File: src/logic/icache_pkg.sv
package icache_pkg;

  // address split for 8 KiB, 128 lines of 64 bytes
  localparam int TAG_W = 19;
  localparam int IDX_W = 7;
  localparam int OFS_W = 6;

  // refill burst, one 32-bit word per beat
  localparam int BEATS_PER_LINE = 16;
  // word select inside a line
  localparam int WSEL_W = 4;

  // fields view of a fetch address
  typedef struct packed {
    logic [TAG_W-1:0] tag;
    logic [IDX_W-1:0] idx;
    logic [OFS_W-1:0] ofs;
  } fetch_fields_t;

  // raw form goes to memory, fields form goes to the arrays
  typedef union packed {
    logic [31:0]   raw;
    fetch_fields_t f;
  } fetch_addr_u;

  // captured request plus window check result
  typedef struct packed {
    fetch_addr_u addr;
    logic        uncached;
  } fetch_req_t;

  // len is beat count minus one
  typedef struct packed {
    logic [31:0] addr;
    logic [7:0]  len;
  } mem_req_t;

  // one refill word on its way into the data store
  typedef struct packed {
    logic [IDX_W-1:0]  idx;
    logic [WSEL_W-1:0] word;
    logic [31:0]       data;
    logic              we;
  } refill_beat_t;

  // word at the offset and the one after it
  typedef struct packed {
    logic [31:0] cur;
    logic [31:0] nxt;
  } inst_word_pair_t;

  typedef struct packed {
    logic [31:0] data;
    logic        valid;
  } fetch_resp_t;

endpackage

File: src/logic/inst_align.sv
module inst_align (
  input  logic                        clk,
  input  logic                        rst,
  input  icache_pkg::fetch_req_t      req_i,
  input  icache_pkg::inst_word_pair_t words_i,
  input  logic                        hit_pulse_i,
  input  logic                        unc_done_i,
  input  logic [31:0]                 unc_data_i,
  output icache_pkg::fetch_resp_t     resp_o
);

  logic        upper_half;
  logic [15:0] lo_half;
  logic [15:0] hi_half;
  logic        is_rv32;
  logic [31:0] inst;

  // offset bit 1 selects the halfword inside the current word
  assign upper_half = req_i.addr.f.ofs[1];

  assign lo_half = upper_half ? words_i.cur[31:16] : words_i.cur[15:0];
  // upper half of a 32-bit instruction may sit in the next word
  assign hi_half = upper_half ? words_i.nxt[15:0] : words_i.cur[31:16];

  // low bits 11 mark a full-size instruction
  assign is_rv32 = lo_half[1:0] == 2'b11;

  always_comb begin
    if (is_rv32) begin
      inst = {hi_half, lo_half};
    end else begin
      // compressed, zero-extended
      inst = {16'd0, lo_half};
    end
  end

  // one-cycle valid, follows either source by one edge
  always_ff @(posedge clk) begin
    if (rst) begin
      resp_o.valid <= 1'b0;
    end else begin
      resp_o.valid <= hit_pulse_i | unc_done_i;
    end
  end

  always_ff @(posedge clk) begin
    if (hit_pulse_i) begin
      resp_o.data <= inst;
    end else if (unc_done_i) begin
      // bypass read returns the raw word
      resp_o.data <= unc_data_i;
    end
  end

  // hit path and bypass path never finish together
  a_one_source : assert property (
    @(posedge clk) disable iff (rst)
    !(hit_pulse_i && unc_done_i)
  );

endmodule

File: config.mk
export PLATFORM = sky130hd
export DESIGN_NAME = inst_align
export DESIGN_NICKNAME = d
export VERILOG_FILES = /design/src/logic/icache_pkg.sv /design/src/logic/inst_align.sv
export SDC_FILE = /design/constraint.sdc
export NUM_CORES = 1
export LEC_CHECK = 0
export BUFFER_PORTS_ARGS = -buffer_cell sky130_fd_sc_hd__clkbuf_2
export CORE_ASPECT_RATIO = 0.75
export CORE_MARGIN = 1
export CORE_UTILIZATION = 39
export CTS_CLUSTER_DIAMETER = 60
export DETAILED_ROUTE_END_ITERATION = 7
export PLACE_DENSITY_LB_ADDON = 0.08
export SETUP_SLACK_MARGIN = 0.5
export SLEW_MARGIN = 20
export SYNTH_ARGS = -nofsm -noshare
export SYNTH_HDL_FRONTEND = slang
export SYNTH_SLANG_ARGS = --single-unit
File: constraint.sdc
create_clock -name clk -period 3.4 [get_ports clk]
set_clock_uncertainty 0.1 [all_clocks]
set_input_delay 1.02 -clock clk [delete_from_list [all_inputs] [get_ports clk]]
set_output_delay 1.02 -clock clk [all_outputs]
set_load 0.02 [all_outputs]
==> metrics.md <==
| Metric | Value |
|---|---|
| Placed Area | `2330 µm²` |
| Layout cells sized above 1 | `0.490` |
| Post-Place Setup Slack | `0.659 ns` |
| Biggest register | `resp_o` |
| Drt initial violations | `50` |
| H-Tree Depth | `2` |
| DP HPWL | `2920 µm` |
| Post-synthesis sequential area ratio | `0.574` |
| DRT Pass-1 Iters | `4` |
| Post-synth EDFFs | `32` |
| Largest net degree at the start of global routing | `34` |
| Crit path launch type | `input pin` |
| Synth unique cells | `15` |
| Pwr Density | `425 nW/µm²` |
| Setup tns final | `0 ns` |
| Critical path type | `input pin to register` |
| Core Region | `4130 µm²` |
| Internal | `743 µW` |
| Comb pwr share | `0.233` |
| Min Hold Slack | `0.785 ns` |
| Initial Util | `0.414` |
| PnR worst setup slack | `0.997 ns` |
| Max cap viols | `0` |
| Largest stage delay, worst path | `0.46 ns` |
| Tot GR Track Use | `0.180` |
| Sw Ratio | `0.275` |
| Die Ht | `59.4 µm` |
| Vias in the first global route | `1332` |
| Clk slew on worst S/H paths | `0.07 ns` |
| Yosys top cell by area | `edfxtp_1` |
| Global-route wire length before repair | `6170 µm` |
| Design area | `2410 µm²` |
| Initial antenna violation count | `0` |
| Cell Area, Synth | `1710 µm²` |
| Sequential Power Share | `0.496` |
| Normalized max-slew margin | `0.486` |
| Root Buffer | `clkbuf_8` |
| Unrepaired setup endpoints after global routing | `false` |
| Final Hold Vio Count | `0` |
| Num CTS Buffers | `5` |
| Ant. Diodes | `0` |
| Tot Pwr | `1.02 mW` |
| Fin nets | `393` |
| Synth Warn # | `0` |
| ANT nets after route | `0` |
| Mapped Cells | `143` |
| Post-synth top area share | `0.562` |
| Final wirelength | `3890 µm` |
| Vias/cell | `4.67` |
| CTS tree | `yes` |
| GRT overflow | `0` |
| Hold WC Path Type | `input pin to register` |
| Cell Chain, Critical Path | `clkbuf_2, buf_4, and4b_4, a41oi_4, o22ai_1` |
| Min-Delay Path Depth | `2` |
| P_sw | `282 µW` |
| Gpl congestion | `0.710` |
| Clock Power Share | `0.271` |
| Slew Viols, Final | `0` |
| Final Setup Violations | `0` |
| Clk buf depth | `2` |
| Worst Hold Launch | `rst` |
| CP endpoint kind | `register` |
| Critical Path AT | `2.30 ns` |
| Required time worst endpoint | `3.29 ns` |
| I/O Pins | `166` |
| Post-synth ARST share | `0` |
| Die ar. | `4660 µm²` |
| Ys flop type | `edfxtp_1` |
| Register area | `981 µm²` |
| Layout area overhead | `41.0%` |
| Post-detailed-route DRC marker count | `0` |
| Worst slew pin tran | `0.771 ns` |
| Largest register FFs | `33` |
| IO Port Bufs | `117` |
| # Post-CTS Setup Buffers | `0` |
| Pleak | `1.24 nW` |
| Synthesized flop and latch total | `33` |
| CTS resizes | `0` |
| Rows | `20` |
| Filler cell count | `376` |
| Largest regs | `resp_o (33)` |
| Clock sink count | `33` |
| Outcome | `completed` |
| Layout Utilization | `0.584` |
| Non-Filler Instances | `316` |
| Syn nets | `276` |
| Hold path endpoint | `resp_o[0]` |
| DP Cell Count | `308` |
| Maximum clock frequency | `416 MHz` |
| Largest cells by area after synthesis | `edfxtp_1, mux2i_1, o22ai_1` |
| Die width | `78.5 µm` |
| VDD IR max | `0.000256 V` |
| WL/cell | `12.3 µm` |
| Cts hold-fix bufs | `0` |
| Area of the multi-input gates | `614 µm²` |
| Commonest cells post-synth | `edfxtp_1, mux2i_1` |
| Critical path peak fanout | `16` |
| Tmin final | `2.40 ns` |
| Final period util | `0.707` |
| CP max stage cell | `a41oi_4` |
| Routed vias | `1475` |
| Avg Inst Size Synth | `12.0 µm²` |
-- cells by family (layout without fill, tap and decap cells) --
logic type,after synthesis,in the layout,share of synthesized area
DFF,33,33,0.574
muxes,32,32,0.187
AOI/OAI and AO/OA,33,33,0.121
buffers and inverters,26,144,0.0673
and+or+nand+nor,19,19,0.0505
-- cells in the final DEF (no fill, tap or decap) --
cell type,instances
nor2_1,16
mux2i_1,32
dfxtp_1,1
nor2b_1,1
and4b_4,1
buf_4,3
clkbuf_2,117
clkbuf_1,3
or2_2,1
a41oi_4,1
clkbuf_8,5
a21oi_1,16
inv_1,16
o22ai_1,16
edfxtp_1,32
-- critical path: cells and delay by family --
family | cells | cell delay (ns)
compound gates | 2 | 0.64
buf+inv | 2 | 0.37
simple gates | 1 | 0.26
-- layer usage --
metal / global-route usage / share of wire
met1: 0.220 / 0.45
met2: 0.288 / 0.45
met3: 0.0723 / 0.085
met4: 0.0714 / 0.011
met5: 0 / 0
-- power by group through the flow --
stage | clock network, mW | registers, mW | logic (mW)
2_1_floorplan | 0 | 0.579 | 0.0759
3_3_place_gp | 0 | 0.518 | 0.239
3_5_place_dp | 0 | 0.518 | 0.242
4_1_cts | 0.289 | 0.510 | 0.242
5_1_grt | 0.309 | 0.513 | 0.262
6_report | 0.277 | 0.509 | 0.239
-- final cells by class --
cell class / instances / area share
Clock buffer: 8 / 0.0332
Sequential cell: 33 / 0.407
Multi-Input combinational cell: 84 / 0.255
Inverter: 16 / 0.0249
Timing Repair Buffer: 120 / 0.252
Tap cell: 55 / 0.0285
-- worst max-delay path by stage --
stage | startpoint | end | slack (ns) | cells past startpoint
detailed placement | req_i[2] | resp_o[24] | 0.66 | 5
CTS | req_i[2] | resp_o[24] | 0.97 | 5
global placement | req_i[2] | resp_o[27] | 0.69 | 5
global route | req_i[2] | resp_o[24] | 0.88 | 5
finish | req_i[2] | resp_o[24] | 1.0 | 5
floorplan | req_i[2] | resp_o[22] | 1.20 | 5
No activity file was read; power rests on OpenSTA's default activity.
