**src/logic/icache_pkg.sv**
```systemverilog
package icache_pkg;

  // address split for 8 KiB, 128 lines of 64 bytes
  localparam int TAG_W = 19;
  localparam int IDX_W = 7;
  localparam int OFS_W = 6;

  // refill burst, one 32-bit word per beat
  localparam int BEATS_PER_LINE = 16;
  // word select inside a line
  localparam int WSEL_W = 4;

  // fields view of a fetch address
  typedef struct packed {
    logic [TAG_W-1:0] tag;
    logic [IDX_W-1:0] idx;
    logic [OFS_W-1:0] ofs;
  } fetch_fields_t;

  // raw form goes to memory, fields form goes to the arrays
  typedef union packed {
    logic [31:0]   raw;
    fetch_fields_t f;
  } fetch_addr_u;

  // captured request plus window check result
  typedef struct packed {
    fetch_addr_u addr;
    logic        uncached;
  } fetch_req_t;

  // len is beat count minus one
  typedef struct packed {
    logic [31:0] addr;
    logic [7:0]  len;
  } mem_req_t;

  // one refill word on its way into the data store
  typedef struct packed {
    logic [IDX_W-1:0]  idx;
    logic [WSEL_W-1:0] word;
    logic [31:0]       data;
    logic              we;
  } refill_beat_t;

  // word at the offset and the one after it
  typedef struct packed {
    logic [31:0] cur;
    logic [31:0] nxt;
  } inst_word_pair_t;

  typedef struct packed {
    logic [31:0] data;
    logic        valid;
  } fetch_resp_t;

endpackage

```
**src/logic/icache_ctrl.sv**
```systemverilog
module icache_ctrl (
  input  logic                     clk,
  input  logic                     rst,
  input  icache_pkg::fetch_req_t   req_i,
  input  logic                     start_i,
  input  logic                     hit_i,
  input  logic                     mem_rvalid_i,
  input  logic [31:0]              mem_rdata_i,
  output logic                     idle_o,
  output icache_pkg::mem_req_t     mem_req_o,
  output logic                     mem_req_valid_o,
  output icache_pkg::refill_beat_t beat_o,
  output logic                     tag_wr_o,
  output logic                     hit_pulse_o,
  output logic                     unc_done_o,
  output logic [31:0]              unc_data_o
);

  import icache_pkg::*;

  typedef enum logic [2:0] {
    ST_RESET,
    ST_IDLE,
    ST_LOOKUP,
    ST_REFILL,
    ST_UNC
  } state_t;

  state_t            state_q;
  logic [WSEL_W-1:0] beat_cnt_q;
  logic              beat_fire;
  logic              last_beat;
  logic              need_mem;

  // one beat per cycle with data valid while the request is up
  assign beat_fire = mem_req_valid_o & mem_rvalid_i;
  assign last_beat = beat_cnt_q == mem_req_o.len[WSEL_W-1:0];
  // lookup that goes out to memory, either miss or bypass
  assign need_mem  = (state_q == ST_LOOKUP) & (req_i.uncached | ~hit_i);

  assign idle_o      = state_q == ST_IDLE;
  assign hit_pulse_o = (state_q == ST_LOOKUP) & ~req_i.uncached & hit_i;

  // each refill word written as it arrives
  assign beat_o.idx  = req_i.addr.f.idx;
  assign beat_o.word = beat_cnt_q;
  assign beat_o.data = mem_rdata_i;
  assign beat_o.we   = (state_q == ST_REFILL) & beat_fire;

  // tag goes valid together with the last word
  assign tag_wr_o = (state_q == ST_REFILL) & beat_fire & last_beat;

  // bypass word handed straight to the output register
  assign unc_done_o = (state_q == ST_UNC) & beat_fire;
  assign unc_data_o = mem_rdata_i;

  always_ff @(posedge clk) begin
    if (rst) begin
      state_q         <= ST_RESET;
      mem_req_valid_o <= 1'b0;
      beat_cnt_q      <= '0;
    end else begin
      case (state_q)
        ST_RESET: state_q <= ST_IDLE;
        ST_IDLE: begin
          if (start_i) begin
            state_q <= ST_LOOKUP;
          end
        end
        ST_LOOKUP: begin
          beat_cnt_q <= '0;
          if (req_i.uncached) begin
            mem_req_valid_o <= 1'b1;
            state_q         <= ST_UNC;
          end else if (hit_i) begin
            state_q <= ST_IDLE;
          end else begin
            mem_req_valid_o <= 1'b1;
            state_q         <= ST_REFILL;
          end
        end
        ST_REFILL: begin
          if (beat_fire) begin
            if (last_beat) begin
              mem_req_valid_o <= 1'b0;
              // second lookup now hits
              state_q <= ST_LOOKUP;
            end else begin
              beat_cnt_q <= beat_cnt_q + 1'b1;
            end
          end
        end
        ST_UNC: begin
          if (beat_fire) begin
            mem_req_valid_o <= 1'b0;
            state_q         <= ST_IDLE;
          end
        end
        default: state_q <= ST_IDLE;
      endcase
    end
  end

  // request word stays constant while valid is up
  always_ff @(posedge clk) begin
    if (need_mem) begin
      if (req_i.uncached) begin
        mem_req_o.addr <= req_i.addr.raw;
        mem_req_o.len  <= 8'd0;
      end else begin
        // line base
        mem_req_o.addr <= {req_i.addr.f.tag, req_i.addr.f.idx, {OFS_W{1'b0}}};
        mem_req_o.len  <= 8'(BEATS_PER_LINE - 1);
      end
    end
  end

  // burst counter only climbs during a refill, a wrap means it ran past the length
  a_beat_bound : assert property (
    @(posedge clk) disable iff (rst)
    (state_q == ST_REFILL && $past(state_q == ST_REFILL)) |->
      (beat_cnt_q >= $past(beat_cnt_q))
  );

  // request drops only after the final beat of the burst
  a_valid_hold : assert property (
    @(posedge clk) disable iff (rst)
    $fell(mem_req_valid_o) |-> $past(beat_fire && (last_beat || state_q == ST_UNC))
  );

endmodule

```
**config.mk**
```make
export PLATFORM = sky130hd
export DESIGN_NAME = icache_ctrl
export DESIGN_NICKNAME = d
export VERILOG_FILES = /design/src/logic/icache_pkg.sv /design/src/logic/icache_ctrl.sv
export SDC_FILE = /design/constraint.sdc
export NUM_CORES = 1
export LEC_CHECK = 0
export BUFFER_PORTS_ARGS = -buffer_cell sky130_fd_sc_hd__clkbuf_2
export CAP_MARGIN = 20
export CELL_PAD_IN_SITES_DETAIL_PLACEMENT = 1
export CELL_PAD_IN_SITES_GLOBAL_PLACEMENT = 1
export CORE_MARGIN = 2
export CORE_UTILIZATION = 28
export DETAILED_ROUTE_END_ITERATION = 16
export GPL_ROUTABILITY_DRIVEN = 1
export HOLD_SLACK_MARGIN = 0.15
export PLACE_DENSITY_LB_ADDON = 0.08
export SLEW_MARGIN = 20
export SYNTH_ARGS = -nofsm -noshare
export SYNTH_HDL_FRONTEND = slang
export SYNTH_SLANG_ARGS = --single-unit
```
**constraint.sdc**
```tcl
create_clock -name clk -period 2.8 [get_ports clk]
set_input_delay 0.56 -clock clk [delete_from_list [all_inputs] [get_ports clk]]
set_output_delay 0.56 -clock clk [all_outputs]
set_load 0.005 [all_outputs]
```
==> results.md <==
- The dominant combinational cell family by area after synthesis is buffers and inverters.
- Synthesis handed over a netlist of approximately 190 instances.
- The final route contains 1365 vias.
- Routability-driven placement finished with a final weighted congestion of 0.796.
- Among all flip-flop cells after synthesis, the most frequent one is sky130_fd_sc_hd__edfxtp_1.
- Of the synthesized area, sequential elements account for 52.9%.
- The all-layer global routing usage is between 10% and 20%.
- The total core area is ~0.0076 mm2.
- The path class of the tightest hold or removal check is in2reg.
- The first global-routing pass estimated 6.89 mm of wire.
- Data on the critical path is required at its endpoint by 2240 ps.
- The achievable frequency is 433 MHz.
- Once detail routing completed, the nets flagged for antenna violations numbered 0.
- The number of global-route vias before repair came to 1387.
- For this configuration, the core starts out at a cell density of between 20 and 30%.
- The cts-stage hold buffer count is 0.
- The estimated wirelength of the detail-placed design is 3.43 mm.
- The run finished with clean final reports.
- Setup slack on the worst reg-to-reg path comes out at roughly 1100 ps.
- The number of gates resized after CTS was 0.
- TritonCTS built the clock tree.
- The number of setup buffers added after CTS is 0.
- The critical path in this run is classified as reg2out.
- The number of remaining DRC errors is 0.
- Using the TritonRoute via totals, the vias-per-cell ratio works out to 4.38.
- The total leakage power is between 0.0009 and 0.001 uW.
- 0 antenna diodes ended up in the layout.
- Multiplexer cells account for 0% of the synthesized area.
- For hold timing, the worst endpoint is mem_req_o[38].
- Setup repair after global routing left no endpoint under its margin.
- The Yosys step of the flow raised 0 warnings.
- For the worst setup path, the data arrival time is 1750 ps.
- The average instance area after synthesis is 11.5 um2.
- The nature of the critical path startpoint is a flip-flop.
- The clock drives just over 40 sinks.
- In this run the worst path has a maximum fanout of 7.
- The number of buffers inserted during clock tree synthesis is 5.
- Of the post-synthesis cell area, the dominant cell type holds 45.6%.
- The final critical-path required period is 2310 ps.
- The depth of the worst register-to-register path is 4.
- The worst reg2reg path endpoint is mem_req_o[29].
- The count of distinct cell types in the synthesized netlist is 35.
- The fraction of layout instances using a drive strength above 1 is 49.5%.
- The share of the synthesized netlist area taken by xor and xnor gates is 0%.
- The post-synthesis compound-gate area fraction is under 10%.
- The hold violation count in the final report is 0.
- The type of destination of the critical path is a primary output.
- The placement-stage worst setup slack is 804 ps.
- Clock-pin slew was measured on the worst setup and hold paths at around 80 ps.
- The row count is 32.
- Along the worst hold path, the cell count comes to 1.
- The root buffer cell is sky130_fd_sc_hd__clkbuf_8.
- The horizontal die dimension is 92.1 um.
- The area enclosed by the die boundary is 0.00849 mm2.
- Synthesis inferred approximately 40 register bits.
- The first TritonRoute pass finished after 4 iterations.
- The die outline height is 92.1 um.
- The tool flagged a number of max-cap violations equal to 0.
- The power per standard cell area is 571 mW/mm2.
- The basic-gate share of the synthesized area counting and, or, nand and nor cells is 9.44%.
- The growth of design area from synthesis to finish is 5.01%.
- The final setup skew is 2.30 ps.
- The post-route clock period utilization is 82.5%.
- The total congestion overflow after global routing is 0.
- The highest ir drop seen on vdd is ~0.2 mV.
- After the first detailed-routing iteration, the DRC count stood at 23.
- After detailed routing, the average wire length per cell comes to ~14 um.
- Entering global routing, the biggest net connects 34 pins.
- The number of flops mapped to enable cells by yosys is 33.
- The launch point of the worst reg-to-reg path is state_q[1].
- In the synthesized netlist the async set-or-reset flop fraction comes to 0%.
- The number of pins with negative max-slew slack in the final report is 0.
- The cell area that synthesis handed to floorplanning was 0.00217 mm2.
- The total detailed-routing wirelength is 4.43 mm.
- In this run the most critical hold path is launched from req_i[31].
- The total of buffers placed on input and output ports is 90.
- The number of nets in the layout is 281.
- The later-pin clock latency in the skew report is roughly 280 ps.
- The clock passes through at most 2 buffers.
- Summed over all failing endpoints, the final setup total negative slack is 0 ps.
- The number of antenna violations at the first check in global routing is 0.
- After synthesis, the cell types taking the most area are sky130_fd_sc_hd__edfxtp_1 46%, sky130_fd_sc_hd__buf_4 27%, sky130_fd_sc_hd__dfxtp_1 7.4%.
- The H-tree level count is 2.
- The worst setup slack after layout is 490 ps.
- Of all cell types, the one taking the most synthesized area is sky130_fd_sc_hd__edfxtp_1.
- Summing the areas of all fa, ha and maj instances in the mapped netlist gives less than 1% of the synthesized area.
- For this design the top-level I/O count stands at 191.
- The final count of negative-setup-slack endpoints is 0.
==> through the flow <==
step                      total power [uW]  util [%]  instance area [um2]  instances  hold slack [ps]
after floorplan                        869         -                 2190        192              488
after global placement                 862      28.7                 2180        305              508
after detailed placement               863      28.7                 2180        305              513
after CTS                             1330      30.0                 2280        312              429
after global routing                  1380      30.0                 2280        312              424
final                                 1300      30.0                 2280        312              445
==> power breakdown <==
part / switching (uW) / leakage [uW] / internal (uW)
logic: 77.9 / 0.000545 / 61.2
clock network: 200 / 0.0000540 / 259
registers: 13.9 / 0.000366 / 693
total: 292 / 0.000966 / 1010
==> synth_stat cells (2+ instances only) <==
master,instances
sky130_fd_sc_hd__buf_4,78
sky130_fd_sc_hd__edfxtp_1,33
sky130_fd_sc_hd__dfxtp_1,8
sky130_fd_sc_hd__and2_1,7
sky130_fd_sc_hd__nand3_1,7
sky130_fd_sc_hd__inv_1,6
sky130_fd_sc_hd__a21oi_1,5
sky130_fd_sc_hd__nand2_1,5
sky130_fd_sc_hd__nor3_1,5
sky130_fd_sc_hd__a31oi_1,4
sky130_fd_sc_hd__nand2b_1,3
sky130_fd_sc_hd__a22oi_1,2
sky130_fd_sc_hd__buf_2,2
sky130_fd_sc_hd__o221ai_1,2
sky130_fd_sc_hd__or4_1,2
==> cell families after synthesis <==
family / Yosys count
DFF: 41
buffers and inverters: 88
AOI/OAI and AO/OA: 22
other: 1
adders and majority gates: 1
and+or+nand+nor: 36
==> metal layers <==
| layer | part of all wire [%] | up-vias | routed length, um | global-route usage [%] |
|---|---|---|---|---|
| li1 | - | 616 | - | - |
| met1 | 41 | 646 | 1800 | 11.5 |
| met2 | 47 | 92 | 2060 | 17.0 |
| met3 | 11 | 11 | 503 | 5.01 |
| met4 | 1.5 | 0 | 67 | 3.73 |
| met5 | 0 | - | 0 | 0 |
==> placed cells by master, fill, tap and decap left out, drive strengths merged <==
master  count
or4         3
and3        1
nor2b       1
conb        4
o21ai       2
nand3       7
buf         2
nor3        5
a21oi       5
dfxtp       8
o221ai      3
bufinv      1
inv         7
and2b       1
and2        8
ha          1
nor2        1
o211a       1
clkinv      1
a31oi       4
or3         1
nand2       5
a22oi       2
edfxtp     33
o211ai      1
o22ai       1
clkbuf     95
nand2b      3
o22a        1
o32ai       1
o311a       1
==> flip-flops by register name (all words and copies together) (netlist names) <==
name and flops:
mem_req_o 33, beat_cnt_q 4, mem_req_valid_o 1, state_q 3
==> worst max-delay path, stage by stage, from the launching register on <==
cell and delay [ps]:
sky130_fd_sc_hd__dfxtp_1 380, sky130_fd_sc_hd__or4_4 600, sky130_fd_sc_hd__o22ai_2 220, sky130_fd_sc_hd__and2_1 170
sky130_fd_sc_hd__clkbuf_2 110
==> final cells by class <==
type                            count  area (um2)
Tap cell                          102         128
Inverter                            7        26.3
Fill cell                         884        5320
Clock buffer                        5        68.8
Multi-Input combinational cell     63         409
Clock inverter                      2        35.0
Timing Repair Buffer               92         465
Sequential cell                    41        1150
==> worst max-delay path by stage <==
| stage | end | depth (start not counted) | startpoint | slack [ps] |
|---|---|---|---|---|
| 6_report | tag_wr_o | 4 | beat_cnt_q[0] | 490 |
| 5_1_grt | tag_wr_o | 4 | beat_cnt_q[0] | 390 |
| 4_1_cts | tag_wr_o | 4 | beat_cnt_q[0] | 470 |
| 3_5_place_dp | tag_wr_o | 4 | beat_cnt_q[0] | 800 |
| 3_3_place_gp | tag_wr_o | 4 | beat_cnt_q[0] | 820 |
| 2_1_floorplan | mem_req_o[10] | 3 | req_i[0] | 970 |
Power figures use the tool's default switching activity.
