[src/logic/icache_pkg.sv]
package icache_pkg;

  // address split for 8 KiB, 128 lines of 64 bytes
  localparam int TAG_W = 19;
  localparam int IDX_W = 7;
  localparam int OFS_W = 6;

  // refill burst, one 32-bit word per beat
  localparam int BEATS_PER_LINE = 16;
  // word select inside a line
  localparam int WSEL_W = 4;

  // fields view of a fetch address
  typedef struct packed {
    logic [TAG_W-1:0] tag;
    logic [IDX_W-1:0] idx;
    logic [OFS_W-1:0] ofs;
  } fetch_fields_t;

  // raw form goes to memory, fields form goes to the arrays
  typedef union packed {
    logic [31:0]   raw;
    fetch_fields_t f;
  } fetch_addr_u;

  // captured request plus window check result
  typedef struct packed {
    fetch_addr_u addr;
    logic        uncached;
  } fetch_req_t;

  // len is beat count minus one
  typedef struct packed {
    logic [31:0] addr;
    logic [7:0]  len;
  } mem_req_t;

  // one refill word on its way into the data store
  typedef struct packed {
    logic [IDX_W-1:0]  idx;
    logic [WSEL_W-1:0] word;
    logic [31:0]       data;
    logic              we;
  } refill_beat_t;

  // word at the offset and the one after it
  typedef struct packed {
    logic [31:0] cur;
    logic [31:0] nxt;
  } inst_word_pair_t;

  typedef struct packed {
    logic [31:0] data;
    logic        valid;
  } fetch_resp_t;

endpackage

[src/logic/fetch_req_stage.sv]
module fetch_req_stage #(
  parameter logic [31:0] UNCACHE_BASE  = 32'h0000_0000,
  parameter logic [31:0] UNCACHE_LIMIT = 32'h0000_0000
) (
  input  logic                    clk,
  input  logic                    rst,
  input  icache_pkg::fetch_addr_u fetch_addr_i,
  input  logic                    fetch_valid_i,
  input  logic                    idle_i,
  output icache_pkg::fetch_req_t  req_o,
  output logic                    start_o
);

  logic in_window;
  logic accept;

  // uncacheable window, base inclusive, limit exclusive
  assign in_window = (fetch_addr_i.raw >= UNCACHE_BASE) &&
                     (fetch_addr_i.raw < UNCACHE_LIMIT);

  // strobe only counts while the controller waits for work
  assign accept = fetch_valid_i & idle_i;

  // start reaches the controller one edge after the strobe
  always_ff @(posedge clk) begin
    if (rst) begin
      start_o <= 1'b0;
    end else begin
      start_o <= accept;
    end
  end

  // request held for the whole lookup, refill or bypass read
  always_ff @(posedge clk) begin
    if (accept) begin
      req_o.addr     <= fetch_addr_i;
      req_o.uncached <= in_window;
    end
  end

  // fetch unit waits for the response pulse before the next strobe,
  // so every strobe must find the controller idle
  a_strobe_when_idle : assert property (
    @(posedge clk) disable iff (rst)
    fetch_valid_i |-> idle_i
  );

endmodule

[config.mk]
export PLATFORM = sky130hd
export DESIGN_NAME = fetch_req_stage
export DESIGN_NICKNAME = d
export VERILOG_FILES = /design/src/logic/icache_pkg.sv /design/src/logic/fetch_req_stage.sv
export SDC_FILE = /design/constraint.sdc
export NUM_CORES = 1
export LEC_CHECK = 0
export BUFFER_PORTS_ARGS = -buffer_cell sky130_fd_sc_hd__buf_2
export CAP_MARGIN = 20
export CORE_ASPECT_RATIO = 1.5
export CORE_MARGIN = 2
export CORE_UTILIZATION = 39
export DETAILED_ROUTE_END_ITERATION = 7
export PLACE_DENSITY = 0.76
export SLEW_MARGIN = 20
export SYNTH_ARGS = -nofsm -noshare
export SYNTH_HDL_FRONTEND = slang
export SYNTH_SLANG_ARGS = --single-unit
export TNS_END_PERCENT = 30
[constraint.sdc]
create_clock -name clk -period 2.32 [get_ports clk]
set_clock_uncertainty 0.2 [all_clocks]
set_input_delay 0.58 -clock clk [delete_from_list [all_inputs] [get_ports clk]]
set_output_delay 0.58 -clock clk [all_outputs]
set_load 0.01 [all_outputs]
==> flow_metrics.env, run 1 <==
export IMPL_path_buf_inv=1
export IMPL_yosys_area_share_xor_xnor_pct=0
export IMPL_worstPathCellList="buf_2"
export IMPL_crit_required_ps=1540
export IMPL_grt_overflow=0
export IMPL_route_detailed_drc=0
export IMPL_async_reset_ff_share_pct=0
export IMPL_fp_row_count=22
export IMPL_grt_use_total_pct=12.8
export IMPL_ant_nets=0
export IMPL_drive_above_1_share_pct=66.1
export IMPL_synth_area_leaders="edfxtp_1, dfxtp_1, and3b_1"
export IMPL_ir_drop_mv=0.584
export IMPL_die_area_sq_um=3010
export IMPL_path_max_fanout=1
export IMPL_setup_violations=0
export IMPL_crit_path_end_kind="output port"
export IMPL_period_minus_slack_ps=1630
export IMPL_rsz0062_at_grt="no"
export IMPL_finalSetupTns_ps=0
export IMPL_yosys_warnings=0
export IMPL_die_h_microns=66.2
export IMPL_place_ws_ps=626
export IMPL_gp_congestion=0.594
export IMPL_vias=575
export IMPL_cts_resized=0
export IMPL_netlist_instances=37
export IMPL_path_clk_slew_ps=90
export IMPL_hold_viol=0
export IMPL_hp_class="in2reg"
export IMPL_fillCellCount=192
export IMPL_grt_pass1_vias=558
export IMPL_drtIter0Drc=2
export IMPL_worst_setup_path_start_kind="flip-flop"
export IMPL_synth_seq_cells=33
export IMPL_h_tree_depth=2
export IMPL_synth_edf_count=32
export IMPL_multi_input_area_sq_um=18.8
export IMPL_cp_slowest_stage_delay_ps=390
export IMPL_grt_max_degree=33
export IMPL_arrival_ps=850
export IMPL_max_freq_mhz=612
export IMPL_io_buffers=68
export IMPL_synthFlopType="edfxtp_1"
export IMPL_path_class="reg2out"
export IMPL_synth_fp_nets=73
export IMPL_wl_per_cell_microns=13.0
export IMPL_p_per_area_nw_per_um2=754
export IMPL_cts_sinks=33
export IMPL_syn_area_sq_um=1010
export IMPL_status="finished, final reports clean"
export IMPL_cp_top_family="flip-flops"
export IMPL_synth_compound_area_share_pct=0
export IMPL_start_util_pct=41.1
export IMPL_clockBufferDepth=2
export IMPL_routed_via_density=4.23
export IMPL_nNetsFinal=148
export IMPL_antenna_found_initial=0
export IMPL_num_io_pins=70
export IMPL_clockRootBuffer="clkbuf_4"
export IMPL_fin_crit_sh_pct=70.4
export IMPL_slew_viol_final=0
export IMPL_yosys_cell_count_top_type="edfxtp_1"
export IMPL_fp_coreArea_sq_um=2450
export IMPL_die_w_microns=45.5
export IMPL_cts_post_setup_buffers_inserted=0
export IMPL_regArea_sq_um=981
export IMPL_worst_slack_ps=686
export IMPL_ys_types=6
export IMPL_dr_pass1_iters=3
export IMPL_numCtsBuffers=5
export IMPL_grt_pass1_wl_mm=2.50
export IMPL_cts_hold_buf=0
export IMPL_antenna_cells=0
export IMPL_yosys_area_share_simple_pct=1.49
export IMPL_slowest_stage="edfxtp_1"
export IMPL_syn2layout_area_growth_pct=41.2
export IMPL_yosysTopAreaCellShare_pct=95.4
export IMPL_yosys_area_top_type="edfxtp_1"
export IMPL_routed_wl_mm=1.76
export IMPL_ys_seq_area_share_pct=97.4
export IMPL_synth_top_family_by_area="simple AND/OR/NAND/NOR gates"
export IMPL_p_leak_nw=0.621
export IMPL_synth_adder_area_share_pct=0
export IMPL_avgSynthCellArea_sq_um=27.2
export IMPL_cts_tree="built"
export IMPL_drv_cap=0
export IMPL_synthMuxAreaShare_pct=0
==> power breakdown <==
group | internal (mW) | leakage [nW] | total, mW | switching, mW
Sequential | 0.696 | 0.309 | 0.704 | 0.00767
Combinational | 0.0464 | 0.287 | 0.0970 | 0.0506
Clock | 0.110 | 0.0258 | 0.272 | 0.162
Total | 0.853 | 0.621 | 1.07 | 0.220
==> layer usage <==
layer,global-route usage [%],wire (microns)
met5,0,0
met4,14.3,76
met3,4.10,156
met2,18.8,917
met1,12.6,612
==> per-stage QoR <==
step	hold slack (ps)	instances	utilization (%)	total power, mW	instance area, sq um
global placement	557	129	56.2	0.813	1380
global route	206	136	58.1	1.12	1420
floorplan	479	37	-	0.753	1010
finish	229	136	58.1	1.07	1420
detailed placement	558	129	56.2	0.817	1380
CTS	212	136	58.1	1.09	1420
==> flip-flops by register name, summed over array words and instances, names as in the netlist <==
name,cells
req_o,32
start_o,1
==> final timing paths <==
kind           startpoint             endpoint  slack, ps  cells after the start
max   req_o[22]$_DFFE_PP_            req_o[22]        690                      1
min      fetch_addr_i[13]  req_o[14]$_DFFE_PP_        230                      1
==> layout make-up <==
| cell class | instances | area share (%) |
|---|---|---|
| Sequential cell | 33 | 69.0 |
| Clock inverter | 1 | 0.264 |
| Tap cell | 24 | 2.11 |
| Clock buffer | 6 | 2.90 |
| Multi-Input combinational cell | 3 | 1.32 |
| Timing Repair Buffer | 69 | 24.5 |
==> placed cells by master, fill, tap and decap left out <==
| master | count |
|---|---|
| buf_2 | 68 |
| edfxtp_1 | 32 |
| clkbuf_4 | 5 |
| and2_1 | 1 |
| and3b_1 | 1 |
| conb_1 | 1 |
| clkbuf_1 | 1 |
| clkinv_1 | 1 |
| buf_4 | 1 |
| dfxtp_1 | 1 |
==> cell families (layout without fill, tap and decap cells) <==
group / count (synthesis) / after routing
other: 1 / 1
AND/OR/NAND/NOR: 2 / 2
buffers and inverters: 1 / 76
flip-flops: 33 / 33
Note: power is estimated with default switching activity, not from simulation.
==> run 2, diff against run 1 <==
--- a/config.mk
+++ b/config.mk
@@ -5,13 +5,14 @@
 export SDC_FILE = /design/constraint.sdc
 export NUM_CORES = 1
 export LEC_CHECK = 0
+export ABC_AREA = 1
 export BUFFER_PORTS_ARGS = -buffer_cell sky130_fd_sc_hd__buf_2
 export CAP_MARGIN = 20
 export CORE_ASPECT_RATIO = 1.5
 export CORE_MARGIN = 2
-export CORE_UTILIZATION = 39
+export CORE_UTILIZATION = 35
 export DETAILED_ROUTE_END_ITERATION = 7
-export PLACE_DENSITY = 0.76
+export PLACE_DENSITY = 0.73
 export SLEW_MARGIN = 20
 export SYNTH_ARGS = -nofsm -noshare
 export SYNTH_HDL_FRONTEND = slang
==> constraint.sdc (replaced) <==
create_clock -name clk -period 1.41 [get_ports clk]
set_clock_uncertainty 0.2 [all_clocks]
set_input_delay 0.3525 -clock clk [delete_from_list [all_inputs] [get_ports clk]]
set_output_delay 0.3525 -clock clk [all_outputs]
set_load 0.01 [all_outputs]
==> flow_metrics.env, run 2 <==
export IMPL_antenna_found_initial=0
export IMPL_period_minus_slack_ps=1360
export IMPL_crit_required_ps=860
export IMPL_grt_util_met1_pct=10.1
export IMPL_netlist_instances=38
export IMPL_place_area_sq_um=1430
export IMPL_grt_max_degree=25
export IMPL_hold_ws_ps=29.8
export IMPL_final_area_sq_um=1510
export IMPL_path_max_fanout=1
export IMPL_avgSynthCellArea_sq_um=26.5
export IMPL_vias=617
export IMPL_arrival_ps=800
export IMPL_final_common_cell="buf_2"
export IMPL_grt_pass1_vias=706
export IMPL_synth_edf_count=32
export IMPL_worst_slack_ps=54.1
export IMPL_max_freq_mhz=738
export IMPL_fillCellCount=235
export IMPL_drv_cap=0
export IMPL_cts_post_setup_buffers_inserted=0
export IMPL_grt_overflow=0
export IMPL_start_util_pct=37.2
export IMPL_fin_crit_sh_pct=96.2
export IMPL_yosys_warnings=0
export IMPL_layout_common_cells="buf_2, edfxtp_1, clkbuf_8"
export IMPL_h_tree_depth=2
export IMPL_cts_sinks=33
export IMPL_grt_busiest_layer="met2"
export IMPL_reg_largest_list="req_o (32), start_o (1)"
export IMPL_largest_reg_flops=32
export IMPL_rsz0062_at_grt="no"
export IMPL_nNetsFinal=150
export IMPL_path_class="reg2out"
export IMPL_utilization_pct=56.0
export IMPL_ant_nets=0
export IMPL_routed_via_density=4.06
export IMPL_die_w_microns=47.8
export IMPL_slew_viol_final=0
export IMPL_cp_slowest_stage_delay_ps=370
export IMPL_ir_drop_mv=0.821
export IMPL_route_detailed_drc=0
export IMPL_num_io_pins=70
export IMPL_worstPathCellList="buf_2"
export IMPL_worstHoldPathCells=2
export IMPL_synth_seq_cells=33
export IMPL_dp_cells=144
export IMPL_syn_area_sq_um=1010
export IMPL_cp_top_family="flip-flops"
export IMPL_io_buffers=68
export IMPL_crit_path_end_kind="output port"
export IMPL_numCtsBuffers=5
export IMPL_worst_setup_path_start_kind="flip-flop"
export IMPL_yosys_cell_count_top_type="edfxtp_1"
export IMPL_p_leak_nw=0.644
export IMPL_die_area_sq_um=3330
export IMPL_clockRootBuffer="clkbuf_8"
export IMPL_yosysTopAreaCellShare_pct=95.5
export IMPL_slowest_stage="edfxtp_1"
export IMPL_cts_hold_buf=0
export IMPL_status="finished, final reports clean"
export IMPL_grt_use_met2_pct=21.6
export IMPL_drive_above_1_share_pct=68.7
export IMPL_place_ws_ps=98.8
export IMPL_fp_coreArea_sq_um=2710
export IMPL_cts_resized=0
export IMPL_clockBufferDepth=2
export IMPL_met3_usage_pct=9.11
export IMPL_path_buf_inv=1
export IMPL_finalSetupTns_ps=0
export IMPL_grt_use_total_pct=13.1
export IMPL_synth_fp_nets=74
export IMPL_synth_area_leaders="edfxtp_1, dfxtp_1, buf_4"
export IMPL_async_reset_ff_share_pct=0
export IMPL_drtIter0Drc=2
export IMPL_path_clk_slew_ps=60
export IMPL_ys_seq_area_share_pct=97.5
export IMPL_cts_tree="built"
export IMPL_wl_per_cell_microns=12.3
export IMPL_antenna_cells=0
export IMPL_dr_pass1_iters=4
export IMPL_path_depth=1
export IMPL_yosys_area_top_type="edfxtp_1"
export IMPL_hp_class="in2reg"
export IMPL_ys_types=7
export IMPL_syn2layout_area_growth_pct=50.5
export IMPL_synthFlopType="edfxtp_1"
export IMPL_hold_viol=0
export IMPL_gp_congestion=0.694
export IMPL_grt_pass1_wl_mm=2.89
export IMPL_regMostFlops="req_o"
export IMPL_die_h_microns=69.7
export IMPL_stdcell_count=152
export IMPL_setup_violations=0
export IMPL_fp_row_count=23
export IMPL_p_per_area_nw_per_um2=1300
export IMPL_routed_wl_mm=1.87
export IMPL_power_mw=1.97
run 2: cell count changes in the layout (fill, tap and decap cells not counted), sizes merged:
cell | previous run | this run
clkinv | 1 | 3
and2 | 1 | 0
and3b | 1 | 0
buf | 69 | 70
clkbuf | 6 | 5
clkinvlp | 0 | 1
nand2 | 0 | 1
nor2 | 0 | 1
run 2: metal layers:
metal / routed length [microns] / vias up
met3: 253 / 5
met1: 495 / 271
li1: - / 296
met4: 43 / 0
met5: 0 / -
met2: 1070 / 45
run 2: cell families after synthesis:
kind of cell | Yosys count | synth area share, %
other | 1 | 0.373
buffers and inverters | 2 | 1.12
AND/OR/NAND/NOR | 2 | 0.995
flip-flops | 33 | 97.5
run 2: worst paths after layout:
check | from | to
setup / recovery | req_o[15]$_DFFE_PP_ | req_o[15]
hold / removal | rst | start_o$_SDFF_PP0_
run 2: layout make-up:
| type | instances | area (sq um) | area share (%) |
|---|---|---|---|
| clock inverters | 3 | 12.5 | 0.826 |
| flip-flops and latches | 33 | 981 | 64.8 |
| repair buffers | 70 | 368 | 24.3 |
| well taps | 37 | 46.3 | 3.06 |
| clock buffers | 5 | 68.8 | 4.55 |
| multi-input cells | 3 | 30.0 | 1.98 |
| inverters | 1 | 7.51 | 0.496 |
run 2: report_power, final:
group | internal, mW | switching [mW]
Combinational | 0.0838 | 0.0899
Sequential | 1.15 | 0.0135
Clock | 0.331 | 0.301
Total | 1.56 | 0.405
